$ cat config.mk
export PLATFORM = sky130hd
export DESIGN_NAME = vdp_backdrop_flat
export DESIGN_NICKNAME = d
export VERILOG_FILES = /design/src/logic/vdp_pkg.sv /design/src/logic/vdp_mem_if.sv /design/src/logic/vdp_backdrop.sv /design/src/flat_wrapper.sv
export SDC_FILE = /design/constraint.sdc
export NUM_CORES = 1
export LEC_CHECK = 0
export BUFFER_PORTS_ARGS = -buffer_cell sky130_fd_sc_hd__buf_2
export CORE_MARGIN = 4
export CORE_UTILIZATION = 45
export CTS_BUF_LIST = sky130_fd_sc_hd__clkbuf_16
export DETAILED_ROUTE_END_ITERATION = 16
export GPL_ROUTABILITY_DRIVEN = 0
export PLACE_DENSITY_LB_ADDON = 0.25
export SLEW_MARGIN = 20
export SYNTH_ARGS = -nofsm -noshare
export SYNTH_HDL_FRONTEND = slang
export SYNTH_SLANG_ARGS = --single-unit
$ cat constraint.sdc
create_clock -name clk -period 1.7 [get_ports clk]
set_input_delay 0.17 -clock clk [delete_from_list [all_inputs] [get_ports clk]]
set_output_delay 0.17 -clock clk [all_outputs]
set_load 0.1 [all_outputs]
$ cat src/logic/vdp_pkg.sv
package vdp_pkg;

  // --------------------------------------------------------------------------
  // Widths
  // --------------------------------------------------------------------------
  typedef logic [7:0]  byte_t;      // Bus data byte
  typedef logic [7:0]  io_adr_t;    // CPU I/O port address
  typedef logic [13:0] vram_adr_t;  // 16K VRAM
  typedef logic [4:0]  cram_adr_t;  // 32 palette entries
  typedef logic [5:0]  color_t;     // BBGGRR
  typedef logic [3:0]  channel_t;   // One RGB output channel
  typedef logic [3:0]  reg_idx_t;

  // --------------------------------------------------------------------------
  // Port map and register indices
  // --------------------------------------------------------------------------
  parameter io_adr_t DATA_PORT_ADR = 8'hBE;
  parameter io_adr_t CTRL_PORT_ADR = 8'hBF;

  parameter reg_idx_t BACKDROP_REG = 4'd7;

  // Backdrop always comes from the sprite half of CRAM
  parameter logic BACKDROP_BANK = 1'b1;

  // Second control byte, bits 7:6
  typedef enum logic [1:0] {
    OP_VRAM_READ  = 2'd0,
    OP_VRAM_WRITE = 2'd1,
    OP_REG_WRITE  = 2'd2,
    OP_CRAM_WRITE = 2'd3
  } cmd_op_t;

endpackage : vdp_pkg
$ cat src/logic/vdp_mem_if.sv
`timescale 1ns/100ps

interface vdp_mem_if;

  vdp_pkg::vram_adr_t vram_adr;
  logic               vram_we;
  vdp_pkg::byte_t     vram_wdata;
  logic               vram_re;
  vdp_pkg::byte_t     vram_rdata;    // One cycle after vram_re
  vdp_pkg::cram_adr_t cram_adr;
  logic               cram_we;
  vdp_pkg::color_t    cram_wdata;
  logic [3:0]         backdrop_idx;  // Low nibble of register 7

  modport engine (
    output vram_adr, vram_we, vram_wdata, vram_re,
    output cram_adr, cram_we, cram_wdata, backdrop_idx,
    input  vram_rdata
  );

  modport vram (input vram_adr, vram_we, vram_wdata, vram_re, output vram_rdata);

  modport palette (input cram_adr, cram_we, cram_wdata, backdrop_idx);

endinterface : vdp_mem_if

$ cat src/logic/vdp_backdrop.sv
`timescale 1ns/100ps

module vdp_backdrop (
  input  logic              clk,
  input  logic              rst_L,
  vdp_mem_if.palette        mem,
  output vdp_pkg::channel_t backdrop_r,
  output vdp_pkg::channel_t backdrop_g,
  output vdp_pkg::channel_t backdrop_b
);

  vdp_pkg::color_t    cram [0:31];
  vdp_pkg::cram_adr_t rd_adr;
  vdp_pkg::color_t    entry_q;

  // 2-bit level to 4-bit channel: 0, 5, 10, 15
  function automatic vdp_pkg::channel_t color_step(input logic [1:0] level);
    color_step = {level, level};
  endfunction

  // --------------------------------------------------------------------------
  // CRAM, written from the data port
  // --------------------------------------------------------------------------
  always_ff @(posedge clk) begin
    if (mem.cram_we) begin
      cram[mem.cram_adr] <= mem.cram_wdata;
    end
  end

  assign rd_adr = {vdp_pkg::BACKDROP_BANK, mem.backdrop_idx};  // Entries 16..31

  always_ff @(posedge clk, negedge rst_L) begin
    if (!rst_L) begin
      entry_q <= '0;
    end else begin
      entry_q <= cram[rd_adr];
    end
  end

  // --------------------------------------------------------------------------
  // Expansion to RGB
  // --------------------------------------------------------------------------
  assign backdrop_r = color_step(entry_q[1:0]);
  assign backdrop_g = color_step(entry_q[3:2]);
  assign backdrop_b = color_step(entry_q[5:4]);

endmodule : vdp_backdrop

$ cat src/flat_wrapper.sv
// flat-port wrapper written by rule: the top's interface ports become plain ports
module vdp_backdrop_flat 
  (clk, rst_L, backdrop_r, backdrop_g, backdrop_b, mem_cram_adr, mem_cram_we, mem_cram_wdata, mem_backdrop_idx);
  vdp_mem_if mem_i ();
  input  logic clk;
  input  logic rst_L;
  output vdp_pkg::channel_t backdrop_r;
  output vdp_pkg::channel_t backdrop_g;
  output vdp_pkg::channel_t backdrop_b;
  input wire logic [$bits(mem_i.cram_adr)-1:0] mem_cram_adr;
  input wire logic [$bits(mem_i.cram_we)-1:0] mem_cram_we;
  input wire logic [$bits(mem_i.cram_wdata)-1:0] mem_cram_wdata;
  input wire logic [$bits(mem_i.backdrop_idx)-1:0] mem_backdrop_idx;
  assign mem_i.cram_adr = mem_cram_adr;
  assign mem_i.cram_we = mem_cram_we;
  assign mem_i.cram_wdata = mem_cram_wdata;
  assign mem_i.backdrop_idx = mem_backdrop_idx;
  vdp_backdrop u_core (.clk(clk), .rst_L(rst_L), .mem(mem_i), .backdrop_r(backdrop_r), .backdrop_g(backdrop_g), .backdrop_b(backdrop_b));
endmodule
### Yosys cells after proc, flatten, opt, wreduce, memory -nomap -nowiden

Memories as Yosys holds them, arrays and structs flattened. A register that Yosys moved wholly into a read port is not among the register bits.
Index checks and enable logic that the tools add are counted.

| storage, ports and cells | value |
|---|---|
| register bits | 0 |
| word-level logic and storage cells | 4 |
| input bits | 18 |
| output and inout port bits | 12 |
| memories | 1 |
| memory bits (writable) | 192 |

| cells by class | value |
|---|---|
| muxes and demuxes | 2 |
| reductions and logical operators | 1 |

Memory list:

| memory | words | width | rd ports | clocked after Yosys merged registers in | wr ports | line | RTL |
|---|---|---|---|---|---|---|---|
| u_core.cram | 32 | 6 | 1 | 1 | 1 | vdp_backdrop.sv:12 | `vdp_pkg::color_t cram [0:31];` |

Operators by type and width:

| operator | number |
|---|---|
| 1-bit 2-to-1 mux | 2 |
| 1-bit logical NOT | 1 |

### Logic depth before layout (Yosys ltp)

| depth | value |
|---|---|
| depth after elaboration | 2 |
| gate-level depth with buffers | 5 |
| depth with buffers taken out | 3 |

### Worst setup path before layout

Ideal clock, no wire load.

| timing path | value |
|---|---|
| kind | reg-to-output |
| from | register u_core.entry_q[4] (read register of u_core.cram) |
| to | output port backdrop_b[2] |
| data required time | 1.530 ns |
| stages on the path, launching flop included | 2 |
| slack | 0.206 ns |
| data arrival time | 1.324 ns |
| buffers on the path | 1 |
| cells stage by stage | dfrtp_1 -> buf_4 |

RTL lines:

| what | line | RTL |
|---|---|---|
| start, declared | vdp_backdrop.sv:14 | `vdp_pkg::color_t entry_q;` |
| end, declared | flat_wrapper.sv:9 | `output vdp_pkg::channel_t backdrop_b;` |

No word-level cell between the ends.

==> impl_metrics.py <==
metrics = {
    "outcome": {
        "status": "finished, final reports clean",
    },
    "synthesis": {
        "synth_area_leaders": "edfxtp_1 73%, mux4_1 7.9%, mux4_2 6.8%",
        "postSynthAreaPerCell_sq_um": 21.5,
        "synth_warnings": 0,
        "synth_top_cell_by_area": "edfxtp_1",
        "ys_ff_latch": 102,
        "synth_area_sq_um": 3980,
        "syn_nets": 203,
        "synth_top_area_frac": 0.725,
        "synth-seq-area-share": 0.763,
        "yosysUniqueCellTypes": 18,
        "netlist_instances": 185,
    },
    "timing": {
        "rsz0062_at_grt": "false",
        "setup_viol": 0,
        "slew_violations": 0,
        "setup_tns_ns": 0,
        "finalCriticalPeriod_ns": 1.43,
        "setup_ws_ns": 0.272,
        "timing.fmax_ghz": 0.700,
        "finalHoldViolations": 0,
        "fin_crit_sh": 0.840,
        "slew_headroom": 0.638,
        "worst_pin_slew_ns": 0.541,
        "skew_ns": 0.00712,
    },
    "power_and_ir_drop": {
        "power.density_nw_per_um2": 1120,
        "p_leak_uw": 0.00159,
        "p_switching_uw": 1230,
        "max-vdd-ir-drop_mv": 0.834,
        "pwr-share-clk": 0.354,
        "p_total_uw": 5130,
        "sw_frac_of_total": 0.240,
        "seqPwrFrac": 0.547,
        "comb_power_share": 0.099,
        "p_int_uw": 3890,
    },
    "detailed_routing": {
        "postRouteAntennaNets": 0,
        "route.detailed.drc": 0,
        "wl_um": 7240,
        "via_per_inst": 5.53,
        "vias": 1901,
        "wire_per_inst_um": 21.0,
        "drt_iter0_drc": 163,
        "firstDrtPassIters": 4,
    },
    "flow_run": {
        "maxCapViolations": 0,
    },
    "worst_setup_path": {
        "cp_data_arrival_time_ns": 1.63,
        "required_ns": 1.90,
        "r2r_start": "u_core.cram[25][5]",
        "cp-start-kind": "register",
        "path_max_fanout": 1,
        "crit_start": "u_core.cram[25][5]",
        "cp-end-kind": "register",
        "crit_type": "register to register",
    },
    "clocking": {
        "clockRootBuffer": "clkbuf_16",
        "clkLatencyLatePin_ns": 0.33,
        "clk_path_buf_depth": 2,
        "cts_max_level": 3,
        "cts_buffers": 9,
        "cts.clk_slew.worst_paths_ns": 0.07,
        "cts_tree": "built",
        "cts_sinks": 102,
        "cts_resized": 0,
    },
    "grt": {
        "gr-usage-met3": 0.0334,
        "use_met2": 0.233,
        "grt-busiest-layer": "met2",
        "track_usage": 0.152,
        "grt_max_degree": 25,
        "use_met1": 0.220,
        "grt_pass1_vias": 1968,
        "grt_pass1_wl_um": 11100,
        "gr-total-overflow": 0,
        "antenna_found_initial": 0,
    },
    "die": {
        "coreArea_sq_um": 8680,
        "die_h_um": 102,
        "dieWidth_um": 102,
        "ioPinCount": 30,
        "rows": 34,
        "start_util": 0.458,
        "dieArea_sq_um": 10400,
    },
    "layout": {
        "finalInstanceArea_sq_um": 4590,
        "drive_above_1_share": 0.305,
        "syn2layout_area_growth_pct": 15.4,
        "num_antenna_cells": 0,
        "nets": 249,
        "layout_common_cells": "96 x edfxtp_1, 29 x buf_2, 16 x buf_4",
        "final_common_cell": "edfxtp_1",
        "stdcell_count": 344,
        "fill_cells": 738,
    },
    "placed_design": {
        "io_buffer_count": 29,
        "pre_cts_slack_ns": 0.0454,
        "placed_cells": 327,
        "place_hpwl_um": 4760,
        "placed_cell_area_sq_um": 4310,
    },
    "worst_hold_path": {
        "hold_path.class": "input pin to asynchronous set/reset pin",
    },
}
[final timing paths]
path	endpoint	slack, ns	cells after the start
worst max register to register	u_core.entry_q[5]	0.27	3
min in group clk	u_core.cram[17][0]	0.22	1
worst max-delay path	u_core.entry_q[5]	0.27	3
worst min-delay path	u_core.entry_q[2]	0.21	2
worst min register to register	u_core.entry_q[3]	0.69	3
max in group asynchronous	u_core.entry_q[0]	1.33	2
[power by group through the flow]
stage | combinational (uW) | sequential [uW] | clock, uW
after floorplan | 275 | 2970 | 0
after CTS | 512 | 2810 | 1860
after global routing | 534 | 2810 | 1970
after detailed placement | 510 | 2860 | 0
final | 507 | 2800 | 1810
after global placement | 507 | 2860 | 0
[synth_stat cells]
cell and count:
buf_6 4, or3_1 1, nor2b_1 2, buf_4 7
clkbuf_2 1, nand2b_1 2, nor3_1 4, dfrtp_1 6
buf_1 1, mux4_1 12, nor2_1 13, mux4_2 12
nand4b_1 2, nand2_1 8, and2_1 1, nand4_1 1
edfxtp_1 96, a22oi_1 12
[final cells by class]
cell class                      count  area [sq um]  share of cell area
Clock inverter                      7          43.8             0.00954
Sequential cell                   102          3030               0.661
Tap cell                          108           135              0.0295
Clock buffer                        9           225              0.0491
Timing Repair Buffer               48           315              0.0687
Multi-Input combinational cell     70           836               0.182
[worst max-delay path: stages (launching register included)]
cell and delay (ns):
edfxtp_1 0.35, mux4_1 0.54, a22oi_1 0.33, nand2_1 0.09
[through the flow]
| step | utilization | hold slack, ns |
|---|---|---|
| 4_1_cts | 0.529 | 0.206 |
| 3_5_place_dp | 0.497 | 0.0191 |
| 5_1_grt | 0.529 | 0.215 |
| 3_3_place_gp | 0.497 | 0.0144 |
| 6_report | 0.529 | 0.208 |
| 2_1_floorplan | - | -0.126 |
[state kept, by name, summed over array words and instances (netlist names)]
| name | cells |
|---|---|
| u_core.entry_q | 6 |
| u_core.cram | 96 |
[metal layers]
metal	wire length (um)	share of wire
met3	307	0.042
met1	3400	0.47
met2	3480	0.48
met4	53	0.0073
met5	0	0
[kinds of logic after synthesis]
logic type	synth area share
compound gates	0.0227
buf+inv	0.0268
mux	0.147
simple gates	0.0403
flops	0.763
[timing repair]
action | in CTS | in global routing
endpoints found under the hold margin | 6 | 0
hold buffers | 1 | 0
setup buffers | 0 | 0
Power figures use the tool's default switching activity.
