`src/logic/vdp_pkg.sv`:
```
package vdp_pkg;

  // --------------------------------------------------------------------------
  // Widths
  // --------------------------------------------------------------------------
  typedef logic [7:0]  byte_t;      // Bus data byte
  typedef logic [7:0]  io_adr_t;    // CPU I/O port address
  typedef logic [13:0] vram_adr_t;  // 16K VRAM
  typedef logic [4:0]  cram_adr_t;  // 32 palette entries
  typedef logic [5:0]  color_t;     // BBGGRR
  typedef logic [3:0]  channel_t;   // One RGB output channel
  typedef logic [3:0]  reg_idx_t;

  // --------------------------------------------------------------------------
  // Port map and register indices
  // --------------------------------------------------------------------------
  parameter io_adr_t DATA_PORT_ADR = 8'hBE;
  parameter io_adr_t CTRL_PORT_ADR = 8'hBF;

  parameter reg_idx_t BACKDROP_REG = 4'd7;

  // Backdrop always comes from the sprite half of CRAM
  parameter logic BACKDROP_BANK = 1'b1;

  // Second control byte, bits 7:6
  typedef enum logic [1:0] {
    OP_VRAM_READ  = 2'd0,
    OP_VRAM_WRITE = 2'd1,
    OP_REG_WRITE  = 2'd2,
    OP_CRAM_WRITE = 2'd3
  } cmd_op_t;

endpackage : vdp_pkg
```
`src/logic/vdp_mem_if.sv`:
```
`timescale 1ns/100ps

interface vdp_mem_if;

  vdp_pkg::vram_adr_t vram_adr;
  logic               vram_we;
  vdp_pkg::byte_t     vram_wdata;
  logic               vram_re;
  vdp_pkg::byte_t     vram_rdata;    // One cycle after vram_re
  vdp_pkg::cram_adr_t cram_adr;
  logic               cram_we;
  vdp_pkg::color_t    cram_wdata;
  logic [3:0]         backdrop_idx;  // Low nibble of register 7

  modport engine (
    output vram_adr, vram_we, vram_wdata, vram_re,
    output cram_adr, cram_we, cram_wdata, backdrop_idx,
    input  vram_rdata
  );

  modport vram (input vram_adr, vram_we, vram_wdata, vram_re, output vram_rdata);

  modport palette (input cram_adr, cram_we, cram_wdata, backdrop_idx);

endinterface : vdp_mem_if

```
`src/logic/vdp_host_if.sv`:
```
`timescale 1ns/100ps

// Request/reply link from the bus port to the command engine.
// One request in flight at a time
interface vdp_host_if;

  logic           req;    // One-cycle pulse
  logic           we;
  logic           ctrl;   // High for the control port, low for the data port
  vdp_pkg::byte_t wdata;
  logic           done;   // One-cycle pulse
  vdp_pkg::byte_t rdata;  // Valid with done

  modport bus (
    output req, we, ctrl, wdata,
    input  done, rdata
  );

  modport engine (
    input  req, we, ctrl, wdata,
    output done, rdata
  );

endinterface : vdp_host_if

```
`src/logic/vdp_cmd_engine.sv`:
```
`timescale 1ns/100ps

module vdp_cmd_engine (
  input  logic       clk,
  input  logic       rst_L,
  vdp_host_if.engine host,
  vdp_mem_if.engine  mem
);

  typedef enum logic [2:0] {IDLE, PREFETCH, READ_WAIT, READ_FILL, REPLY} state_t;

  state_t             state, next_state;
  vdp_pkg::byte_t     first_q;     // First control byte
  logic               toggle_q;    // Waiting for the second byte
  vdp_pkg::vram_adr_t addr_q;
  vdp_pkg::cmd_op_t   op_q;
  vdp_pkg::byte_t     read_buf_q;
  vdp_pkg::byte_t     rdata_q;
  logic [3:0]         reg7_q;

  logic               cmd_byte;
  logic               second_byte;
  logic               data_wr;
  logic               data_rd;
  logic               prefetch_start;
  vdp_pkg::vram_adr_t cmd_addr;
  vdp_pkg::cmd_op_t   cmd_op;

  // --------------------------------------------------------------------------
  // Request decode, only accepted in IDLE
  // --------------------------------------------------------------------------
  assign cmd_byte    = (state == IDLE) && host.req && host.ctrl && host.we;
  assign second_byte = cmd_byte && toggle_q;
  assign data_wr     = (state == IDLE) && host.req && !host.ctrl && host.we;
  assign data_rd     = (state == IDLE) && host.req && !host.ctrl && !host.we;

  assign cmd_addr = {host.wdata[5:0], first_q};
  assign cmd_op   = vdp_pkg::cmd_op_t'(host.wdata[7:6]);

  // Read command fetches the first byte right away, off the new address
  assign prefetch_start = second_byte && (cmd_op == vdp_pkg::OP_VRAM_READ);

  always_comb begin
    next_state = state;
    case (state)
      IDLE: begin
        if (prefetch_start) next_state = PREFETCH;
        else if (data_rd) next_state = READ_WAIT;
        else if (host.req) next_state = REPLY;
      end
      PREFETCH:  next_state = IDLE;
      READ_WAIT: next_state = READ_FILL;
      READ_FILL: next_state = IDLE;
      REPLY:     next_state = IDLE;
      default:   next_state = IDLE;
    endcase
  end

  always_ff @(posedge clk, negedge rst_L) begin
    if (!rst_L) begin
      state      <= IDLE;
      first_q    <= '0;
      toggle_q   <= 1'b0;
      addr_q     <= '0;
      op_q       <= vdp_pkg::OP_VRAM_READ;
      read_buf_q <= '0;
      reg7_q     <= '0;
    end else begin
      state <= next_state;

      if (cmd_byte && !toggle_q) first_q <= host.wdata;

      if (cmd_byte) toggle_q <= !toggle_q;
      else if (data_wr || data_rd) toggle_q <= 1'b0;  // Data port resets the pair

      if (second_byte) begin
        addr_q <= cmd_addr;
        op_q   <= cmd_op;
      end else if (data_wr || state == PREFETCH || state == READ_FILL) begin
        addr_q <= addr_q + 1'b1;  // Wraps at 3FFF
      end

      if (state == PREFETCH || state == READ_FILL) read_buf_q <= mem.vram_rdata;

      // Only register 7 is kept
      if (second_byte && cmd_op == vdp_pkg::OP_REG_WRITE &&
          host.wdata[3:0] == vdp_pkg::BACKDROP_REG) begin
        reg7_q <= first_q[3:0];
      end
    end
  end

  // Data reads return the buffer as it was before the refill
  always_ff @(posedge clk) begin
    if (state == IDLE && host.req) rdata_q <= data_rd ? read_buf_q : '0;
  end

  assign host.done  = (state == REPLY) || (state == PREFETCH) || (state == READ_FILL);
  assign host.rdata = rdata_q;

  // --------------------------------------------------------------------------
  // Memory side
  // --------------------------------------------------------------------------
  assign mem.vram_adr   = prefetch_start ? cmd_addr : addr_q;
  assign mem.vram_re    = prefetch_start || (state == READ_WAIT);
  assign mem.vram_we    = data_wr && (op_q != vdp_pkg::OP_CRAM_WRITE);
  assign mem.vram_wdata = host.wdata;

  assign mem.cram_adr   = addr_q[4:0];
  assign mem.cram_we    = data_wr && (op_q == vdp_pkg::OP_CRAM_WRITE);
  assign mem.cram_wdata = host.wdata[5:0];

  assign mem.backdrop_idx = reg7_q;

endmodule : vdp_cmd_engine

```
`src/flat_wrapper.sv`:
```
// flat-port wrapper written by rule: the top's interface ports become plain ports
module vdp_cmd_engine_flat 
  (clk, rst_L, host_req, host_we, host_ctrl, host_wdata, host_done, host_rdata, mem_vram_adr, mem_vram_we, mem_vram_wdata, mem_vram_re, mem_cram_adr, mem_cram_we, mem_cram_wdata, mem_backdrop_idx, mem_vram_rdata);
  vdp_host_if host_i ();
  vdp_mem_if mem_i ();
  input  logic clk;
  input  logic rst_L;
  input wire logic [$bits(host_i.req)-1:0] host_req;
  input wire logic [$bits(host_i.we)-1:0] host_we;
  input wire logic [$bits(host_i.ctrl)-1:0] host_ctrl;
  input wire logic [$bits(host_i.wdata)-1:0] host_wdata;
  output wire logic [$bits(host_i.done)-1:0] host_done;
  output wire logic [$bits(host_i.rdata)-1:0] host_rdata;
  output wire logic [$bits(mem_i.vram_adr)-1:0] mem_vram_adr;
  output wire logic [$bits(mem_i.vram_we)-1:0] mem_vram_we;
  output wire logic [$bits(mem_i.vram_wdata)-1:0] mem_vram_wdata;
  output wire logic [$bits(mem_i.vram_re)-1:0] mem_vram_re;
  output wire logic [$bits(mem_i.cram_adr)-1:0] mem_cram_adr;
  output wire logic [$bits(mem_i.cram_we)-1:0] mem_cram_we;
  output wire logic [$bits(mem_i.cram_wdata)-1:0] mem_cram_wdata;
  output wire logic [$bits(mem_i.backdrop_idx)-1:0] mem_backdrop_idx;
  input wire logic [$bits(mem_i.vram_rdata)-1:0] mem_vram_rdata;
  assign host_i.req = host_req;
  assign host_i.we = host_we;
  assign host_i.ctrl = host_ctrl;
  assign host_i.wdata = host_wdata;
  assign host_done = host_i.done;
  assign host_rdata = host_i.rdata;
  assign mem_vram_adr = mem_i.vram_adr;
  assign mem_vram_we = mem_i.vram_we;
  assign mem_vram_wdata = mem_i.vram_wdata;
  assign mem_vram_re = mem_i.vram_re;
  assign mem_cram_adr = mem_i.cram_adr;
  assign mem_cram_we = mem_i.cram_we;
  assign mem_cram_wdata = mem_i.cram_wdata;
  assign mem_backdrop_idx = mem_i.backdrop_idx;
  assign mem_i.vram_rdata = mem_vram_rdata;
  vdp_cmd_engine u_core (.clk(clk), .rst_L(rst_L), .host(host_i), .mem(mem_i));
endmodule
```
`config.mk`:
```
export PLATFORM = sky130hd
export DESIGN_NAME = vdp_cmd_engine_flat
export DESIGN_NICKNAME = d
export VERILOG_FILES = /design/src/logic/vdp_pkg.sv /design/src/logic/vdp_mem_if.sv /design/src/logic/vdp_host_if.sv /design/src/logic/vdp_cmd_engine.sv /design/src/flat_wrapper.sv
export SDC_FILE = /design/constraint.sdc
export NUM_CORES = 1
export LEC_CHECK = 0
export CAP_MARGIN = 15
export CELL_PAD_IN_SITES_DETAIL_PLACEMENT = 2
export CELL_PAD_IN_SITES_GLOBAL_PLACEMENT = 2
export CORE_MARGIN = 5
export CORE_UTILIZATION = 41
export DETAILED_ROUTE_END_ITERATION = 7
export DONT_BUFFER_PORTS = 1
export PLACE_DENSITY = 0.92
export RECOVER_POWER = 25
export SETUP_SLACK_MARGIN = 0.3
export SLEW_MARGIN = 20
export SYNTH_ARGS = -nofsm -noshare
export SYNTH_HDL_FRONTEND = slang
export SYNTH_SLANG_ARGS = --single-unit
```
`constraint.sdc`:
```
create_clock -name clk -period 6.2 [get_ports clk]
set_input_delay 1.24 -clock clk [delete_from_list [all_inputs] [get_ports clk]]
set_output_delay 1.24 -clock clk [all_outputs]
set_load 0.05 [all_outputs]
```
* After elaboration in Yosys (flattened, before gate mapping)
Cells that the tools add are included.
Word-level totals: bits of input ports 21, flip-flop bits (word level) 48, word-level logic and storage cells 54
Cells by class: mux-type cells 9, reductions and logical operators 27, $add $sub $neg 1, eq/ne operators 9
Operators by type and width (number):
- 14-bit two-way mux | 3
- 14-bit by 1-bit adder with 14-bit output (second input constant) | 1
- 1-bit logical AND | 13
- 3-bit two-way mux | 3
- 1-bit logical OR | 7
- 3-bit by 2-bit == test with 1-bit output (second input constant) | 2
- 3-bit case mux with 2 select lines | 1
- 2-bit == test (second input constant) | 2
- 4-bit by 3-bit == test with 1-bit output (second input constant) | 1
- 4-bit by 2-bit inequality test with 1-bit output (second input constant) | 1
- 2-bit nonzero test | 2
- 3-bit by 1-bit == test with 1-bit output (second input constant) | 1
- 3-bit == test (second input constant) | 1
- 1-bit zero test | 3
- 3-bit zero test | 1
- 2-bit zero test | 1
- 1-bit two-way mux | 2
- 2-bit inequality test (second input constant) | 1

* Depth between registers and ports, before layout
word-level depth 8, gate-level depth with buffers 8, depth with buffers taken out 6

* Worst setup path after synthesis
Ideal clock, no wire load.
path kind input-to-output, from input host_req, to output mem_vram_re, path slack 1.240 ns, arrival time 3.720 ns, buffers on the path 3, stages 8, cells stage by stage or4b_1 -> buf_2 -> or2_1 -> buf_6 -> nor3_4 -> buf_6 -> nor2_1 -> nor3_1
On the way: cells in the longest elaborated chain, start to end 6
RTL lines:
- from (decl) | line flat_wrapper.sv:8 | input wire logic [$bits(host_i.req)-1:0] host_req;
- 1-bit logical AND (3 in series) | line vdp_cmd_engine.sv:32 | assign cmd_byte = (state == IDLE) && host.req && host.ctrl && host.we;
- 1-bit logical AND | line vdp_cmd_engine.sv:33 | assign second_byte = cmd_byte && toggle_q;
- 1-bit logical AND | line vdp_cmd_engine.sv:41 | assign prefetch_start = second_byte && (cmd_op == vdp_pkg::OP_VRAM_READ);
- 1-bit logical OR | line vdp_cmd_engine.sv:105 | assign mem.vram_re = prefetch_start || (state == READ_WAIT);
- to (decl) | line flat_wrapper.sv:17 | output wire logic [$bits(mem_i.vram_re)-1:0] mem_vram_re;
Every way passes these cells.

* Worst setup path in the final report
from input host_req, to output mem_vram_adr[3]
On the way: cells in the longest elaborated chain, start to end 6
RTL lines:
- 1-bit logical AND (3 in series) | line vdp_cmd_engine.sv:32
- 1-bit logical AND | line vdp_cmd_engine.sv:33
- 1-bit logical AND | line vdp_cmd_engine.sv:41
- 14-bit two-way mux | line vdp_cmd_engine.sv:104 | assign mem.vram_adr = prefetch_start ? cmd_addr : addr_q;
- to (decl) | line flat_wrapper.sv:14 | output wire logic [$bits(mem_i.vram_adr)-1:0] mem_vram_adr;
Every way passes these cells.

==> out/qor.yml <==
critPathTopFamily: "simple AND/OR/NAND/NOR gates"
max_freq_mhz: 212
critPathSlowestCell: "or4b_1"
synth_flop_cell: "dfrtp_1"
endpoint_kind: "primary output"
clk_pin_slew_ns: 0.09
post_dp_cell_area_sq_um: 2460
power_switching_w: 0.000676
grt_pass1_wl_microns: 11200
pwr-share-comb: 0.337
drc: 0
slew_headroom: 0.335
synthCells: 257
vias_per_cell: 5.78
critPathMaxFanout: 19
gp_congestion: 0.765
slew_violations: 0
fillers: 652
rsz0062_at_grt: "no"
fin_crit_ns: 4.71
clockPowerShare: 0.166
fin_hold_ws_ns: 0.486
multi_input_area_sq_um: 1100
clk_latency_ns: 0.31
critical_path_required_ns: 4.96
clockRootBuffer: "clkbuf_8"
wl_per_cell_microns: 21.4
dp_hpwl_microns: 4760
grt_use_total: 0.187
max_stage_delay_ns: 0.55
grt_pass1_vias: 2040
dr_total_vias: 1804
cts.sinks: 48
p_sw_frac: 0.489
ctsResizeCount: 0
synth_edf_count: 8
drive_gt1_frac: 0.169
max_cap_violations: 0
core_sq_um: 5990
synth_fp_nets: 279
reg2reg_slack_ns: 3.52
holdBufCountCts: 0
clock-skew-final_ns: 0.00800
synthArstFlopShare: 0.833
crit_type: "primary input to primary output"
grt_overflow: 0
cp-start-kind: "primary input"
antennaDiodeCount: 0
die_area_sq_um: 7890
cts_buffer_depth: 2
cts_max_level: 2
path_buf_inv: 1
die_w_microns: 88.8
routed_wirelength_microns: 6670
yosysSeqAreaShare: 0.487
syn_area_sq_um: 2550
worstMarginPinSlew_ns: 0.990
regArea_sq_um: 1240
num-nets-final: 258
syn_avg_cell_area_sq_um: 9.91
postCtsSetupRepairBufs: 0
ys_types: 43
hold_path_class: "register to register"
cts_tree: "yes"
initial_core_util: 0.425
worstPathArrival_ns: 3.47
fin_tns_setup_ns: 0
antenna_found_initial: 0
status: "finished clean"
yosys_warnings: 0
cp_cell_sequence: "or4b_1 -> or2_1 -> nor3_4 -> buf_4 -> nand2_1 -> o21ai_1"
numPortBuffers: 0
cts_buffers: 5
pin_count: 70
ant_nets: 0
die_h_microns: 88.8
pwr-share-seq: 0.497
total_leakage_power_nw: 1.07
synth_area_leader_cell: "dfrtp_1"
finalCritPeriodShare: 0.759
rows: 28
ir_drop_v: 0.000210
hold_violations: 0
netlist.area_leader.share: 0.393
area_growth_pct: 0.983
dr.first_iter.drc_count: 58
synth_seq_cells: 48
setup_viol: 0
drtPass1Iterations: 4
utilization: 0.429
final_area_sq_um: 2570
cellPowerDensity_nw_per_um2: 537
grt_max_degree: 41
synth_area_leaders: "dfrtp_1 (39%), mux2_2 (11%), edfxtp_1 (9.4%)"
p_int_w: 0.000705
path summary, 6_finish.rpt:
| check | from | end | depth (start not counted) |
|---|---|---|---|
| setup / recovery | host_req | mem_vram_adr[3] | 6 |
| hold / removal | u_core.read_buf_q[6] | u_core.read_buf_q[6] | 2 |
| setup reg to reg | u_core.state[2] | u_core.first_q[6] | 5 |
| hold reg to reg | u_core.read_buf_q[6] | u_core.read_buf_q[6] | 2 |
| max in group asynchronous | rst_L | u_core.addr_q[2] | 0 |
| min in group asynchronous | rst_L | u_core.read_buf_q[2] | 0 |
state kept, by name, indices dropped and copies added (netlist names):
| signal | count |
|---|---|
| u_core.read_buf_q | 8 |
| u_core.toggle_q | 1 |
| u_core.addr_q | 14 |
| u_core.host.rdata | 8 |
| u_core.mem.backdrop_idx | 4 |
| u_core.state | 3 |
| u_core.first_q | 8 |
| u_core.op_q | 2 |
synth_stat cells (all sizes together), types with 2 or more instances:
library cell and instances:
nand2 51, dfrtp 40, mux2 25, buf 23
o21ai 13, nor2 12, a21oi 11, and2 9
edfxtp 8, nand3 8, clkbuf 7, nor3 7
nand4 5, o22ai 4, and3 3, inv 3
a2bb2oi 2, a31oi 2, and4 2, nand2b 2
or2 2, xor2 2
stage by stage:
stage	instances	setup slack (ns)	power, W
after floorplan	257	1.24	0.00110
after global placement	304	1.55	0.00114
after detailed placement	304	1.47	0.00117
after CTS	312	1.46	0.00140
after global routing	312	1.36	0.00147
final	312	1.49	0.00138
worst reg2reg max path, stage by stage, from the launching register on:
cell     delay [ns]
dfrtp_1        0.47
or4b_1         0.67
inv_1          0.38
nand2_1        0.25
or2_2          0.48
mux2_2         0.32
layer usage:
metal | track usage | vias up | share of wire
met5 | 0 | - | 0
met4 | 0.0618 | 0 | 0.015
met3 | 0.0466 | 10 | 0.054
met2 | 0.325 | 48 | 0.52
met1 | 0.225 | 909 | 0.41
li1 | - | 837 | -
logic make-up after synthesis:
group                      Yosys count  synth area share
and+or+nand+nor                    105             0.201
DFF                                 48             0.487
buffers and inverters               33            0.0835
adders and majority gates            1           0.00491
AOI/OAI and AO/OA                   41            0.0983
muxes                               26             0.114
xor gates and xnor gates             3            0.0103
power groups by stage:
stage / combinational (W) / sequential [W] / clock, W
after floorplan: 0.000519 / 0.000585 / 0
after global placement: 0.000449 / 0.000687 / 0
after detailed placement: 0.000469 / 0.000698 / 0
after CTS: 0.000474 / 0.000690 / 0.000235
after global routing: 0.000513 / 0.000712 / 0.000247
final: 0.000465 / 0.000687 / 0.000229
area by class of cell:
class / instances / area share
sequential: 48 / 0.483
multi-input combinational: 176 / 0.429
tap: 75 / 0.0365
clock buffer: 6 / 0.0282
clock inverter: 2 / 0.0136
timing repair buffer: 2 / 0.00584
inverter: 3 / 0.00438
cells in the final DEF (no fill, tap or decap), types with 3 or more instances in the layout:
master    instances
nor3_1            4
nand3_1           8
nand2_1          51
nor2_1           12
and3_1            3
inv_1             3
clkbuf_8          5
o22ai_1           4
and2_1            9
dfrtp_1          40
a21oi_1          11
mux2_2           25
o21ai_0          11
nand4_1           5
edfxtp_1          8
(Power assumes the default switching activity.)
