File: config.mk
export PLATFORM = sky130hd
export DESIGN_NAME = vdp_bus_port_flat
export DESIGN_NICKNAME = d
export VERILOG_FILES = /design/src/logic/vdp_pkg.sv /design/src/logic/vdp_host_if.sv /design/src/logic/vdp_bus_port.sv /design/src/flat_wrapper.sv
export SDC_FILE = /design/constraint.sdc
export NUM_CORES = 1
export LEC_CHECK = 0
export ABC_CLOCK_PERIOD_IN_PS = 2500
export BUFFER_PORTS_ARGS = -buffer_cell sky130_fd_sc_hd__buf_2
export CORE_UTILIZATION = 44
export CTS_BUF_LIST = sky130_fd_sc_hd__clkbuf_8
export CTS_CLUSTER_SIZE = 28
export DETAILED_ROUTE_END_ITERATION = 8
export PLACE_DENSITY_LB_ADDON = 0.2
export SLEW_MARGIN = 25
export SYNTH_ARGS = -nofsm -noshare
export SYNTH_HDL_FRONTEND = slang
export SYNTH_SLANG_ARGS = --single-unit
File: constraint.sdc
create_clock -name clk -period 2.5 [get_ports clk]
set_clock_uncertainty 0.05 [all_clocks]
set_input_delay 0.125 -clock clk [delete_from_list [all_inputs] [get_ports clk]]
set_output_delay 0.125 -clock clk [all_outputs]
set_load 0.05 [all_outputs]
File: src/logic/vdp_pkg.sv
package vdp_pkg;

  // --------------------------------------------------------------------------
  // Widths
  // --------------------------------------------------------------------------
  typedef logic [7:0]  byte_t;      // Bus data byte
  typedef logic [7:0]  io_adr_t;    // CPU I/O port address
  typedef logic [13:0] vram_adr_t;  // 16K VRAM
  typedef logic [4:0]  cram_adr_t;  // 32 palette entries
  typedef logic [5:0]  color_t;     // BBGGRR
  typedef logic [3:0]  channel_t;   // One RGB output channel
  typedef logic [3:0]  reg_idx_t;

  // --------------------------------------------------------------------------
  // Port map and register indices
  // --------------------------------------------------------------------------
  parameter io_adr_t DATA_PORT_ADR = 8'hBE;
  parameter io_adr_t CTRL_PORT_ADR = 8'hBF;

  parameter reg_idx_t BACKDROP_REG = 4'd7;

  // Backdrop always comes from the sprite half of CRAM
  parameter logic BACKDROP_BANK = 1'b1;

  // Second control byte, bits 7:6
  typedef enum logic [1:0] {
    OP_VRAM_READ  = 2'd0,
    OP_VRAM_WRITE = 2'd1,
    OP_REG_WRITE  = 2'd2,
    OP_CRAM_WRITE = 2'd3
  } cmd_op_t;

endpackage : vdp_pkg
File: src/logic/vdp_host_if.sv
`timescale 1ns/100ps

// Request/reply link from the bus port to the command engine.
// One request in flight at a time
interface vdp_host_if;

  logic           req;    // One-cycle pulse
  logic           we;
  logic           ctrl;   // High for the control port, low for the data port
  vdp_pkg::byte_t wdata;
  logic           done;   // One-cycle pulse
  vdp_pkg::byte_t rdata;  // Valid with done

  modport bus (
    output req, we, ctrl, wdata,
    input  done, rdata
  );

  modport engine (
    input  req, we, ctrl, wdata,
    output done, rdata
  );

endinterface : vdp_host_if

File: src/logic/vdp_bus_port.sv
`timescale 1ns/100ps

module vdp_bus_port (
  input  logic             clk,
  input  logic             rst_L,
  input  logic             wb_cyc,
  input  logic             wb_stb,
  input  logic             wb_we,
  input  vdp_pkg::io_adr_t wb_adr,
  input  vdp_pkg::byte_t   wb_dat_i,
  output vdp_pkg::byte_t   wb_dat_o,
  output logic             wb_ack,
  vdp_host_if.bus          host
);

  typedef enum logic [1:0] {IDLE, ISSUE, WAIT_DONE, ACK} state_t;

  state_t         state, next_state;
  logic           vdp_q;   // Access hits BE or BF
  logic           ctrl_q;
  logic           we_q;
  vdp_pkg::byte_t dat_q;

  always_comb begin
    next_state = state;
    case (state)
      IDLE:      if (wb_cyc && wb_stb) next_state = ISSUE;
      ISSUE:     next_state = vdp_q ? WAIT_DONE : ACK;  // Foreign ports ack locally
      WAIT_DONE: if (host.done) next_state = ACK;
      ACK:       next_state = IDLE;
      default:   next_state = IDLE;
    endcase
  end

  // Decode is sampled once per access, master holds adr until ack
  always_ff @(posedge clk, negedge rst_L) begin
    if (!rst_L) begin
      state  <= IDLE;
      vdp_q  <= 1'b0;
      ctrl_q <= 1'b0;
      we_q   <= 1'b0;
    end else begin
      state <= next_state;
      if (state == IDLE && wb_cyc && wb_stb) begin
        vdp_q  <= (wb_adr == vdp_pkg::DATA_PORT_ADR) || (wb_adr == vdp_pkg::CTRL_PORT_ADR);
        ctrl_q <= (wb_adr == vdp_pkg::CTRL_PORT_ADR);
        we_q   <= wb_we;
      end
    end
  end

  // Read data
  always_ff @(posedge clk) begin
    if (state == ISSUE && !vdp_q) dat_q <= '0;
    else if (state == WAIT_DONE && host.done) dat_q <= host.rdata;
  end

  assign host.req   = (state == ISSUE) && vdp_q;
  assign host.we    = we_q;
  assign host.ctrl  = ctrl_q;
  assign host.wdata = wb_dat_i;  // Held by the master until ack

  assign wb_ack   = (state == ACK);
  assign wb_dat_o = dat_q;

endmodule : vdp_bus_port

File: src/flat_wrapper.sv
// flat-port wrapper written by rule: the top's interface ports become plain ports
module vdp_bus_port_flat 
  (clk, rst_L, wb_cyc, wb_stb, wb_we, wb_adr, wb_dat_i, wb_dat_o, wb_ack, host_req, host_we, host_ctrl, host_wdata, host_done, host_rdata);
  vdp_host_if host_i ();
  input  logic clk;
  input  logic rst_L;
  input  logic wb_cyc;
  input  logic wb_stb;
  input  logic wb_we;
  input  vdp_pkg::io_adr_t wb_adr;
  input  vdp_pkg::byte_t wb_dat_i;
  output vdp_pkg::byte_t wb_dat_o;
  output logic wb_ack;
  output wire logic [$bits(host_i.req)-1:0] host_req;
  output wire logic [$bits(host_i.we)-1:0] host_we;
  output wire logic [$bits(host_i.ctrl)-1:0] host_ctrl;
  output wire logic [$bits(host_i.wdata)-1:0] host_wdata;
  input wire logic [$bits(host_i.done)-1:0] host_done;
  input wire logic [$bits(host_i.rdata)-1:0] host_rdata;
  assign host_req = host_i.req;
  assign host_we = host_i.we;
  assign host_ctrl = host_i.ctrl;
  assign host_wdata = host_i.wdata;
  assign host_i.done = host_done;
  assign host_i.rdata = host_rdata;
  vdp_bus_port u_core (.clk(clk), .rst_L(rst_L), .wb_cyc(wb_cyc), .wb_stb(wb_stb), .wb_we(wb_we), .wb_adr(wb_adr), .wb_dat_i(wb_dat_i), .wb_dat_o(wb_dat_o), .wb_ack(wb_ack), .host(host_i));
endmodule
# Word-level counts from Yosys, hierarchy flattened
# Cells that the tools add are included.
# totals
romBits	0
memories	0
latch_bits	0
mem_bits_rw	0
wordCells	26
register_bits	13
inputBits	30
# op_classes
n_div	0
magnitude_cmp	0
shifts	0
n_eq_ne	7
n_reduce_logical	10
bitwise	0
muxes	4
addsub	0
mul	0
# ops
op	count
equality test 8 bit, second input constant	2
case mux 2 bit (4 select lines)	1
logical AND 1 bit	6
equality test 2 bit, second input constant	2
two-way mux 2 bit	2
equality test 2 x 1 -> 1 bit, second input constant	1
zero test 2 bit	1
inequality test 2 x 1 -> 1 bit, second input constant	1
inequality test 2 bit, second input constant	1
AND reduction 2 bit	1
zero test 1 bit	1
logical OR 1 bit	1
two-way mux 1 bit	1

# Logic depth before layout (Yosys ltp)
# Gate-level depths: netlist of run 1.
# depth
ltp_word	3
ltp_mapped	6

# Worst setup path before layout of run 1
# Ideal clock, no wire load.
# synth_path
path_type	flip-flop to flip-flop
from	reg u_core.state[0]
to	reg u_core.state[1]
setup_ns	0.125
n_path_buf	1
slack_ns	0.989
path_stages_with_launch	7
arrival_time_ns	1.336
path_cell_list	dfrtp_1 > inv_1 > ha_1 > buf_6 > nor2b_4 > a21oi_2 > mux2_4
# synth_via
elab_chain_len	3
elab_cells_between_ends	8
cone_classes	5 x eq/ne; 1 x mux; 2 x reduce/logical
# synth_rtl
item	line_no	text
start, declared	vdp_bus_port.sv:18	state_t state, next_state;
start signal, assigned	vdp_bus_port.sv:43	state <= next_state;
equality test 2 bit / zero test 2 bit (equally long branches)	vdp_bus_port.sv:26	case (state)
inequality test 2 bit (no source line) / inequality test 2 x 1 -> 1 bit (equally long branches)	-	
AND reduction 2 bit (no source line)	-	
# Parallel ways exist; a longest one is shown, timed or not.
# A chain may end at the register's enable or synchronous reset.

# Final worst setup path of run 1
# Same ends and word-level chain as after synthesis.

==> results of run 1 <==
[synthesized netlist by cell type]
library cell	number
buf_6	1
nor2b_1	1
dfrtp_1	5
nor2_1	1
nand3_1	9
nor2b_4	1
dfxtp_1	8
nand2_1	12
ha_1	5
nand4_1	2
nor3_1	1
buf_4	9
buf_2	1
inv_1	2
mux2_2	1
a21oi_1	8
o21ai_0	2
a211oi_2	1
a2bb2oi_1	1
and4b_1	1
and2_1	1
mux2_4	1
a21oi_2	1
[layout make-up]
type	count	share of cell area
clock inverter	1	0.004425
multi-input combinational	49	0.3732
sequential	13	0.3363
clock buffer	3	0.04867
timing repair buffer	34	0.2065
tap	15	0.02212
inverter	2	0.008850
[stage by stage]
stage               hold WS [ns]    util  power [mW]  instances
global route             0.07209  0.6136       1.246        117
detailed placement       -0.1037  0.5738      0.9968        112
CTS                      0.06598  0.6136       1.182        117
global placement         -0.1018  0.5738      0.9788        112
floorplan                -0.2206       -      0.9097         75
finish                   0.06881  0.6136       1.172        117
[flip-flops by register name (all words and copies together), names as in the netlist]
name and count:
u_core.host.we 1, u_core.state 2, u_core.vdp_q 1, u_core.host.ctrl 1, u_core.wb_dat_o 8
[per-layer routing]
metal,vias up,global-route usage,share of wire
met5,-,0,0
met4,0,0.09677,0.021
met3,7,0.03913,0.075
met2,35,0.2938,0.50
met1,254,0.1625,0.40
li1,301,-,-
[logic make-up after synthesis]
| logic type | after synthesis | synth area share |
|---|---|---|
| AO/OA/AOI/OAI | 13 | 0.1155 |
| flip-flops | 13 | 0.4115 |
| buffers and inverters | 13 | 0.1318 |
| AND/OR/NAND/NOR | 29 | 0.2130 |
| multiplexers | 2 | 0.03790 |
| adder cells (fa/ha/maj) | 5 | 0.09025 |
[worst max-delay path, cell delays in order, from the launching register on]
cell	delay [ns]
dfrtp_1	0.40
inv_1	0.14
ha_1	0.36
nor2b_4	0.23
a21oi_2	0.06
mux2_4	0.30
[layout by cell type, fill, tap and decap left out, drive strengths merged, types with 2 or more instances in the layout]
cell type | netlist | final
nand4 | 2 | 2
inv | 2 | 3
nand3 | 9 | 9
a21oi | 9 | 9
buf | 11 | 33
ha | 5 | 5
mux2 | 2 | 2
nand2 | 12 | 12
o21ai | 2 | 2
nor2b | 2 | 2
dfrtp | 5 | 5
clkbuf | 0 | 3
dfxtp | 8 | 8
[timing repair]
action                                 in CTS  in global routing
hold buffers                                1                  0
endpoints found under the hold margin       5                  0
setup endpoints to repair                   0                  0
[worst min-delay path by stage]
stage	endpoint	slack, ns	depth (start not counted)
after floorplan	u_core.host.ctrl$_DFFE_PN0P_	-0.22	0
after global placement	u_core.host.ctrl$_DFFE_PN0P_	-0.10	1
after detailed placement	u_core.host.ctrl$_DFFE_PN0P_	-0.10	1
after CTS	u_core.host.we$_DFFE_PN0P_	0.07	2
after global routing	u_core.host.we$_DFFE_PN0P_	0.07	2
final	u_core.host.we$_DFFE_PN0P_	0.07	2
[power groups by stage]
stage / Sequential, mW / Clock (mW) / Combinational [mW]
3_5_place_dp: 0.345 / 0 / 0.652
2_1_floorplan: 0.565 / 0 / 0.345
6_report: 0.341 / 0.180 / 0.651
3_3_place_gp: 0.343 / 0 / 0.636
4_1_cts: 0.341 / 0.185 / 0.656
5_1_grt: 0.355 / 0.196 / 0.695
==> impl_metrics.yaml, run 1 <==
status:
  status: "completed"
finish:
  multi_input_area_um2: 316.6
  drive_gt1_frac: 0.4020
  fin_area_um2: 848.3
  fillCellCount: 127
  area_growth_pct: 22.38
  fin_nets: 138
  diodes: 0
  regArea_um2: 285.3
place:
  place_hpwl_um: 1033
  place_congestion: 0.7689
  dpl_cell_area_um2: 793.3
  dpl_worst_slack_ns: 0.8468
  port_buffers: 33
pwr:
  p_sw_mw: 0.5703
  peakVddDrop_v: 0.0008096
  p_per_area_nw_per_um2: 1382
  internal_power_mw: 0.6020
  p_leak_nw: 0.4299
  power_frac_comb: 0.556
  p_sw_frac: 0.4865
  power_frac_seq: 0.291
  p_clk_frac: 0.154
sta:
  hold_viol_final: 0
  finalSetupViolations: 0
  fin_crit_sh: 0.6643
  rsz0062_at_grt: "false"
  slew_viol_final: 0
  fin_ws_ns: 0.8392
  fmax_mhz: 602.1
  setup_tns_ns: 0
  max-slew-margin-rel: 0.6158
  layout_min_cycle_time_ns: 1.661
  worstMarginPinSlew_ns: 0.5752
worst_setup_path:
  endpoint_kind: "flop"
  r2r_setup_slack_ns: 0.84
  reg2reg_depth: 5
  regToRegStartpoint: "u_core.state[0]$_DFFE_PN0P_"
  crit_path_start: "u_core.state[0]$_DFFE_PN0P_"
  criticalPathCategory: "flop to flop"
  worstPathRequired_ns: 2.58
  critPathLaunchType: "flop"
  cp.arrival_ns: 1.74
  worst-path-max-fanout: 10
  endpoint: "u_core.state[1]$_DFFE_PN0P_"
  r2r-end: "u_core.state[1]$_DFFE_PN0P_"
floorplan:
  dieArea_um2: 1738
  die_h_um: 41.69
  die_w_um: 41.69
  initial_core_util: 0.5014
  core_area_um2: 1383
  rows: 13
  ios: 50
global_routing:
  grt_pass1_wl_um: 2118
  grt_pass1_vias: 549
  grt-ovfl-total: 0
  antenna_found_initial: 0
  grt_use_total: 0.1612
  grt_max_degree: 11
drt:
  ant_nets: 0
  drcViolationCount: 0
  wl_um: 1310
  drt-initial-drc-count: 12
  wl_per_cell_um: 11.20
  drt_pass1_iterations: 4
  via_count: 597
  via_per_inst: 5.103
clocking:
  clk_latency_ns: 0.24
  cts_buffers: 3
  cts.clk_slew.worst_paths_ns: 0.05
  htreeDepth: 1
  clockRootBuffer: "clkbuf_8"
  clk_path_buf_depth: 2
  clock-sinks: 13
  post_cts_buffers: 0
  cts_tree: "built"
  ctsResizeCount: 0
synthesis:
  syn_inst: 75
  yosysWarnings: 0
  synth_cell_types: 23
  ys_seq_area_frac: 0.4116
  ys_ff_latch: 13
  yosysTopAreaCell: "dfxtp_1"
  synth.top_cell.area_share: 0.2310
  synth_nets: 110
  avgSynthCellArea_um2: 9.242
  syn_area_um2: 693.2
  yosys-top-cells-area: "dfxtp_1 (23%), dfrtp_1 (18%), buf_4 (9.7%)"
min_path:
  min-delay-path-class: "input pin to flop"
  min_from: "wb_we"
flow_run:
  max-cap-violations: 0
Note: power is estimated with default switching activity, not from simulation.
==> inputs of run 2 (changes only) <==
--- a/config.mk
+++ b/config.mk
@@ -5,9 +5,10 @@
 export SDC_FILE = /design/constraint.sdc
 export NUM_CORES = 1
 export LEC_CHECK = 0
-export ABC_CLOCK_PERIOD_IN_PS = 2500
+export ABC_AREA = 1
+export ABC_CLOCK_PERIOD_IN_PS = 1400
 export BUFFER_PORTS_ARGS = -buffer_cell sky130_fd_sc_hd__buf_2
-export CORE_UTILIZATION = 44
+export CORE_UTILIZATION = 37
 export CTS_BUF_LIST = sky130_fd_sc_hd__clkbuf_8
 export CTS_CLUSTER_SIZE = 28
 export DETAILED_ROUTE_END_ITERATION = 8
==> constraint.sdc (replaced) <==
create_clock -name clk -period 1.4 [get_ports clk]
set_clock_uncertainty 0.05 [all_clocks]
set_input_delay 0.07 -clock clk [delete_from_list [all_inputs] [get_ports clk]]
set_output_delay 0.07 -clock clk [all_outputs]
set_load 0.05 [all_outputs]
==> impl_metrics.yaml, run 2 <==
status:
  status: "completed"
synthesis:
  synth-edff-count: 0
  ys_seq_area_frac: 0.4101
  synth.top_cell.area_share: 0.2302
  yosysWarnings: 0
  ys_top_cells_by_count: "nand2_1 (19), nor2_1 (19), buf_4 (8), dfxtp_1 (8), inv_1 (7)"
  yosys-top-cells-area: "dfxtp_1 (23%), dfrtp_1 (18%), nand2_1 (10%)"
  synth_cell_types: 16
  syn_inst: 91
  avgSynthCellArea_um2: 7.645
  synth_ff_type: "dfxtp_1"
  synth_nets: 126
  postSynth.asyncResetShare: 0.3846
  ys_ff_latch: 13
  yosysTopAreaCell: "dfxtp_1"
  syn_area_um2: 695.7
floorplan:
  core_area_um2: 1745
  rows: 15
  initial_core_util: 0.3986
  dieArea_um2: 2058
  die_w_um: 45.36
  die_h_um: 45.36
  ios: 50
sta:
  fmax_mhz: 766.0
  finalSetupViolations: 0
  hold_ws_ns: 0.01898
  slew_viol_final: 0
  worstMarginPinSlew_ns: 0.2549
  hold_viol_final: 0
  max-slew-margin-rel: 0.8313
  fin_crit_sh: 0.9324
  rsz0062_at_grt: "false"
  setup_tns_ns: 0
  layout_min_cycle_time_ns: 1.305
finish:
  largest_reg_flops: 8
  fin_area_um2: 929.6
  fillCellCount: 174
  diodes: 0
  area_growth_pct: 33.63
  final_common_cell: "buf_2"
  drive_gt1_frac: 0.3840
  regArea_um2: 285.3
  multi_input_area_um2: 322.8
  final_cell_mix: "buf_2 (32), nand2_1 (19), nor2_1 (19)"
  fin_nets: 161
worst_setup_path:
  cp.arrival_ns: 1.19
  worstPathRequired_ns: 1.28
  endpoint_kind: "output port"
  criticalPathCategory: "flop to output port"
  critPathLaunchType: "flop"
  worst-path-max-fanout: 4
  reg2reg_depth: 5
drt:
  drt_pass1_iterations: 4
  via_count: 635
  wl_um: 1369
  drcViolationCount: 0
  drt-initial-drc-count: 5
  via_per_inst: 4.233
  ant_nets: 0
  wl_per_cell_um: 9.127
min_path:
  min-delay-path-class: "input pin to flop"
  hold_depth: 3
pwr:
  finalPower_mw: 2.006
  peakVddDrop_v: 0.001044
  p_per_area_nw_per_um2: 2158
  p_leak_nw: 0.5276
place:
  dpl_cell_area_um2: 832.0
  port_buffers: 33
  place_hpwl_um: 1058
  place_congestion: 0.7331
clocking:
  clockRootBuffer: "clkbuf_8"
  clk_latency_ns: 0.24
  clock-sinks: 13
  cts_buffers: 3
  cts_tree: "built"
  clk_path_buf_depth: 2
  cts.clk_slew.worst_paths_ns: 0.05
  htreeDepth: 1
flow_run:
  max-cap-violations: 0
global_routing:
  grt_use_total: 0.1389
  grt_pass1_wl_um: 2001
  grt-ovfl-total: 0
  grt_max_degree: 10
  grt_pass1_vias: 521
  antenna_found_initial: 0
[run 2: cell types whose count changed after synthesis, sizes merged, moves of 6 or more]
cell | previous run | this run
nand2 | 12 | 22
o21ai | 2 | 8
nor2 | 1 | 19
a21oi | 9 | 0
inv | 2 | 8
[run 2: metal layers]
metal  share of wire  global-route usage  up-vias
met3           0.086             0.06800        2
met4           0.010             0.06061        0
met1            0.46              0.1572      263
li1                -                   -      347
met5               0                   0        -
met2            0.44              0.2203       23
[run 2: critical path: stages, from the launching register on]
cell and delay (ns):
dfrtp_1 0.40, inv_2 0.09, ha_2 0.19, nand2_1 0.05, inv_1 0.06, buf_6 0.15
[run 2: cell type report]
type                    instances  share of cell area
inverters                       9             0.04172
repair buffers                 37              0.2221
well taps                      25             0.03365
clock inverters                 1            0.004038
multi-input cells              62              0.3472
flip-flops and latches         13              0.3069
clock buffers                   3             0.04441
[run 2: timing repair]
action / 4_1_cts / 5_1_grt
pin swaps: 0 / 1
cloned: 0 / 1
endpoints found under the setup margin: 1 / 4
endpoints found under the hold margin: 6 / 0
resized for setup: 3 / 2
hold buffers: 2 / 0
buffers inserted: 0 / 2
[run 2: kinds of logic after synthesis]
family | Yosys count | share of synthesized area
AND/OR/NAND/NOR | 47 | 0.2896
buffers and inverters | 17 | 0.1421
flip-flops | 13 | 0.4101
AO/OA/AOI/OAI | 9 | 0.06835
adder cells (fa/ha/maj) | 5 | 0.08993
[run 2: per-stage QoR]
stage | setup slack [ns] | util | cells
floorplan | 0.2123 | - | 91
global placement | 0.1474 | 0.4767 | 141
detailed placement | 0.09637 | 0.4767 | 141
CTS | 0.02733 | 0.5168 | 147
global route | 0.02165 | 0.5326 | 150
finish | 0.09458 | 0.5326 | 150
[run 2: worst paths after layout]
path | start | endpoint | slack (ns)
worst max register to register | u_core.state[0]$_DFFE_PN0P_ | u_core.wb_dat_o[2]$_SDFFE_PP0P_ | 0.15
min in group asynchronous | rst_L | u_core.vdp_q$_DFFE_PN0P_ | 0.13
worst min register to register | u_core.wb_dat_o[4]$_SDFFE_PP0P_ | u_core.wb_dat_o[4]$_SDFFE_PP0P_ | 0.42
worst max-delay path | u_core.state[1]$_DFFE_PN0P_ | host_req | 0.09
max in group asynchronous | rst_L | u_core.host.we$_DFFE_PN0P_ | 1.03
worst min-delay path | host_rdata[7] | u_core.wb_dat_o[7]$_SDFFE_PP0P_ | 0.02
[run 2: where the power goes]
| part | internal, mW | total, mW | switching (mW) |
|---|---|---|---|
| clock | 0.193 | 0.317 | 0.124 |
| combinational | 0.349 | 1.11 | 0.760 |
| sequential | 0.504 | 0.579 | 0.0750 |
| total | 1.05 | 2.01 | 0.960 |
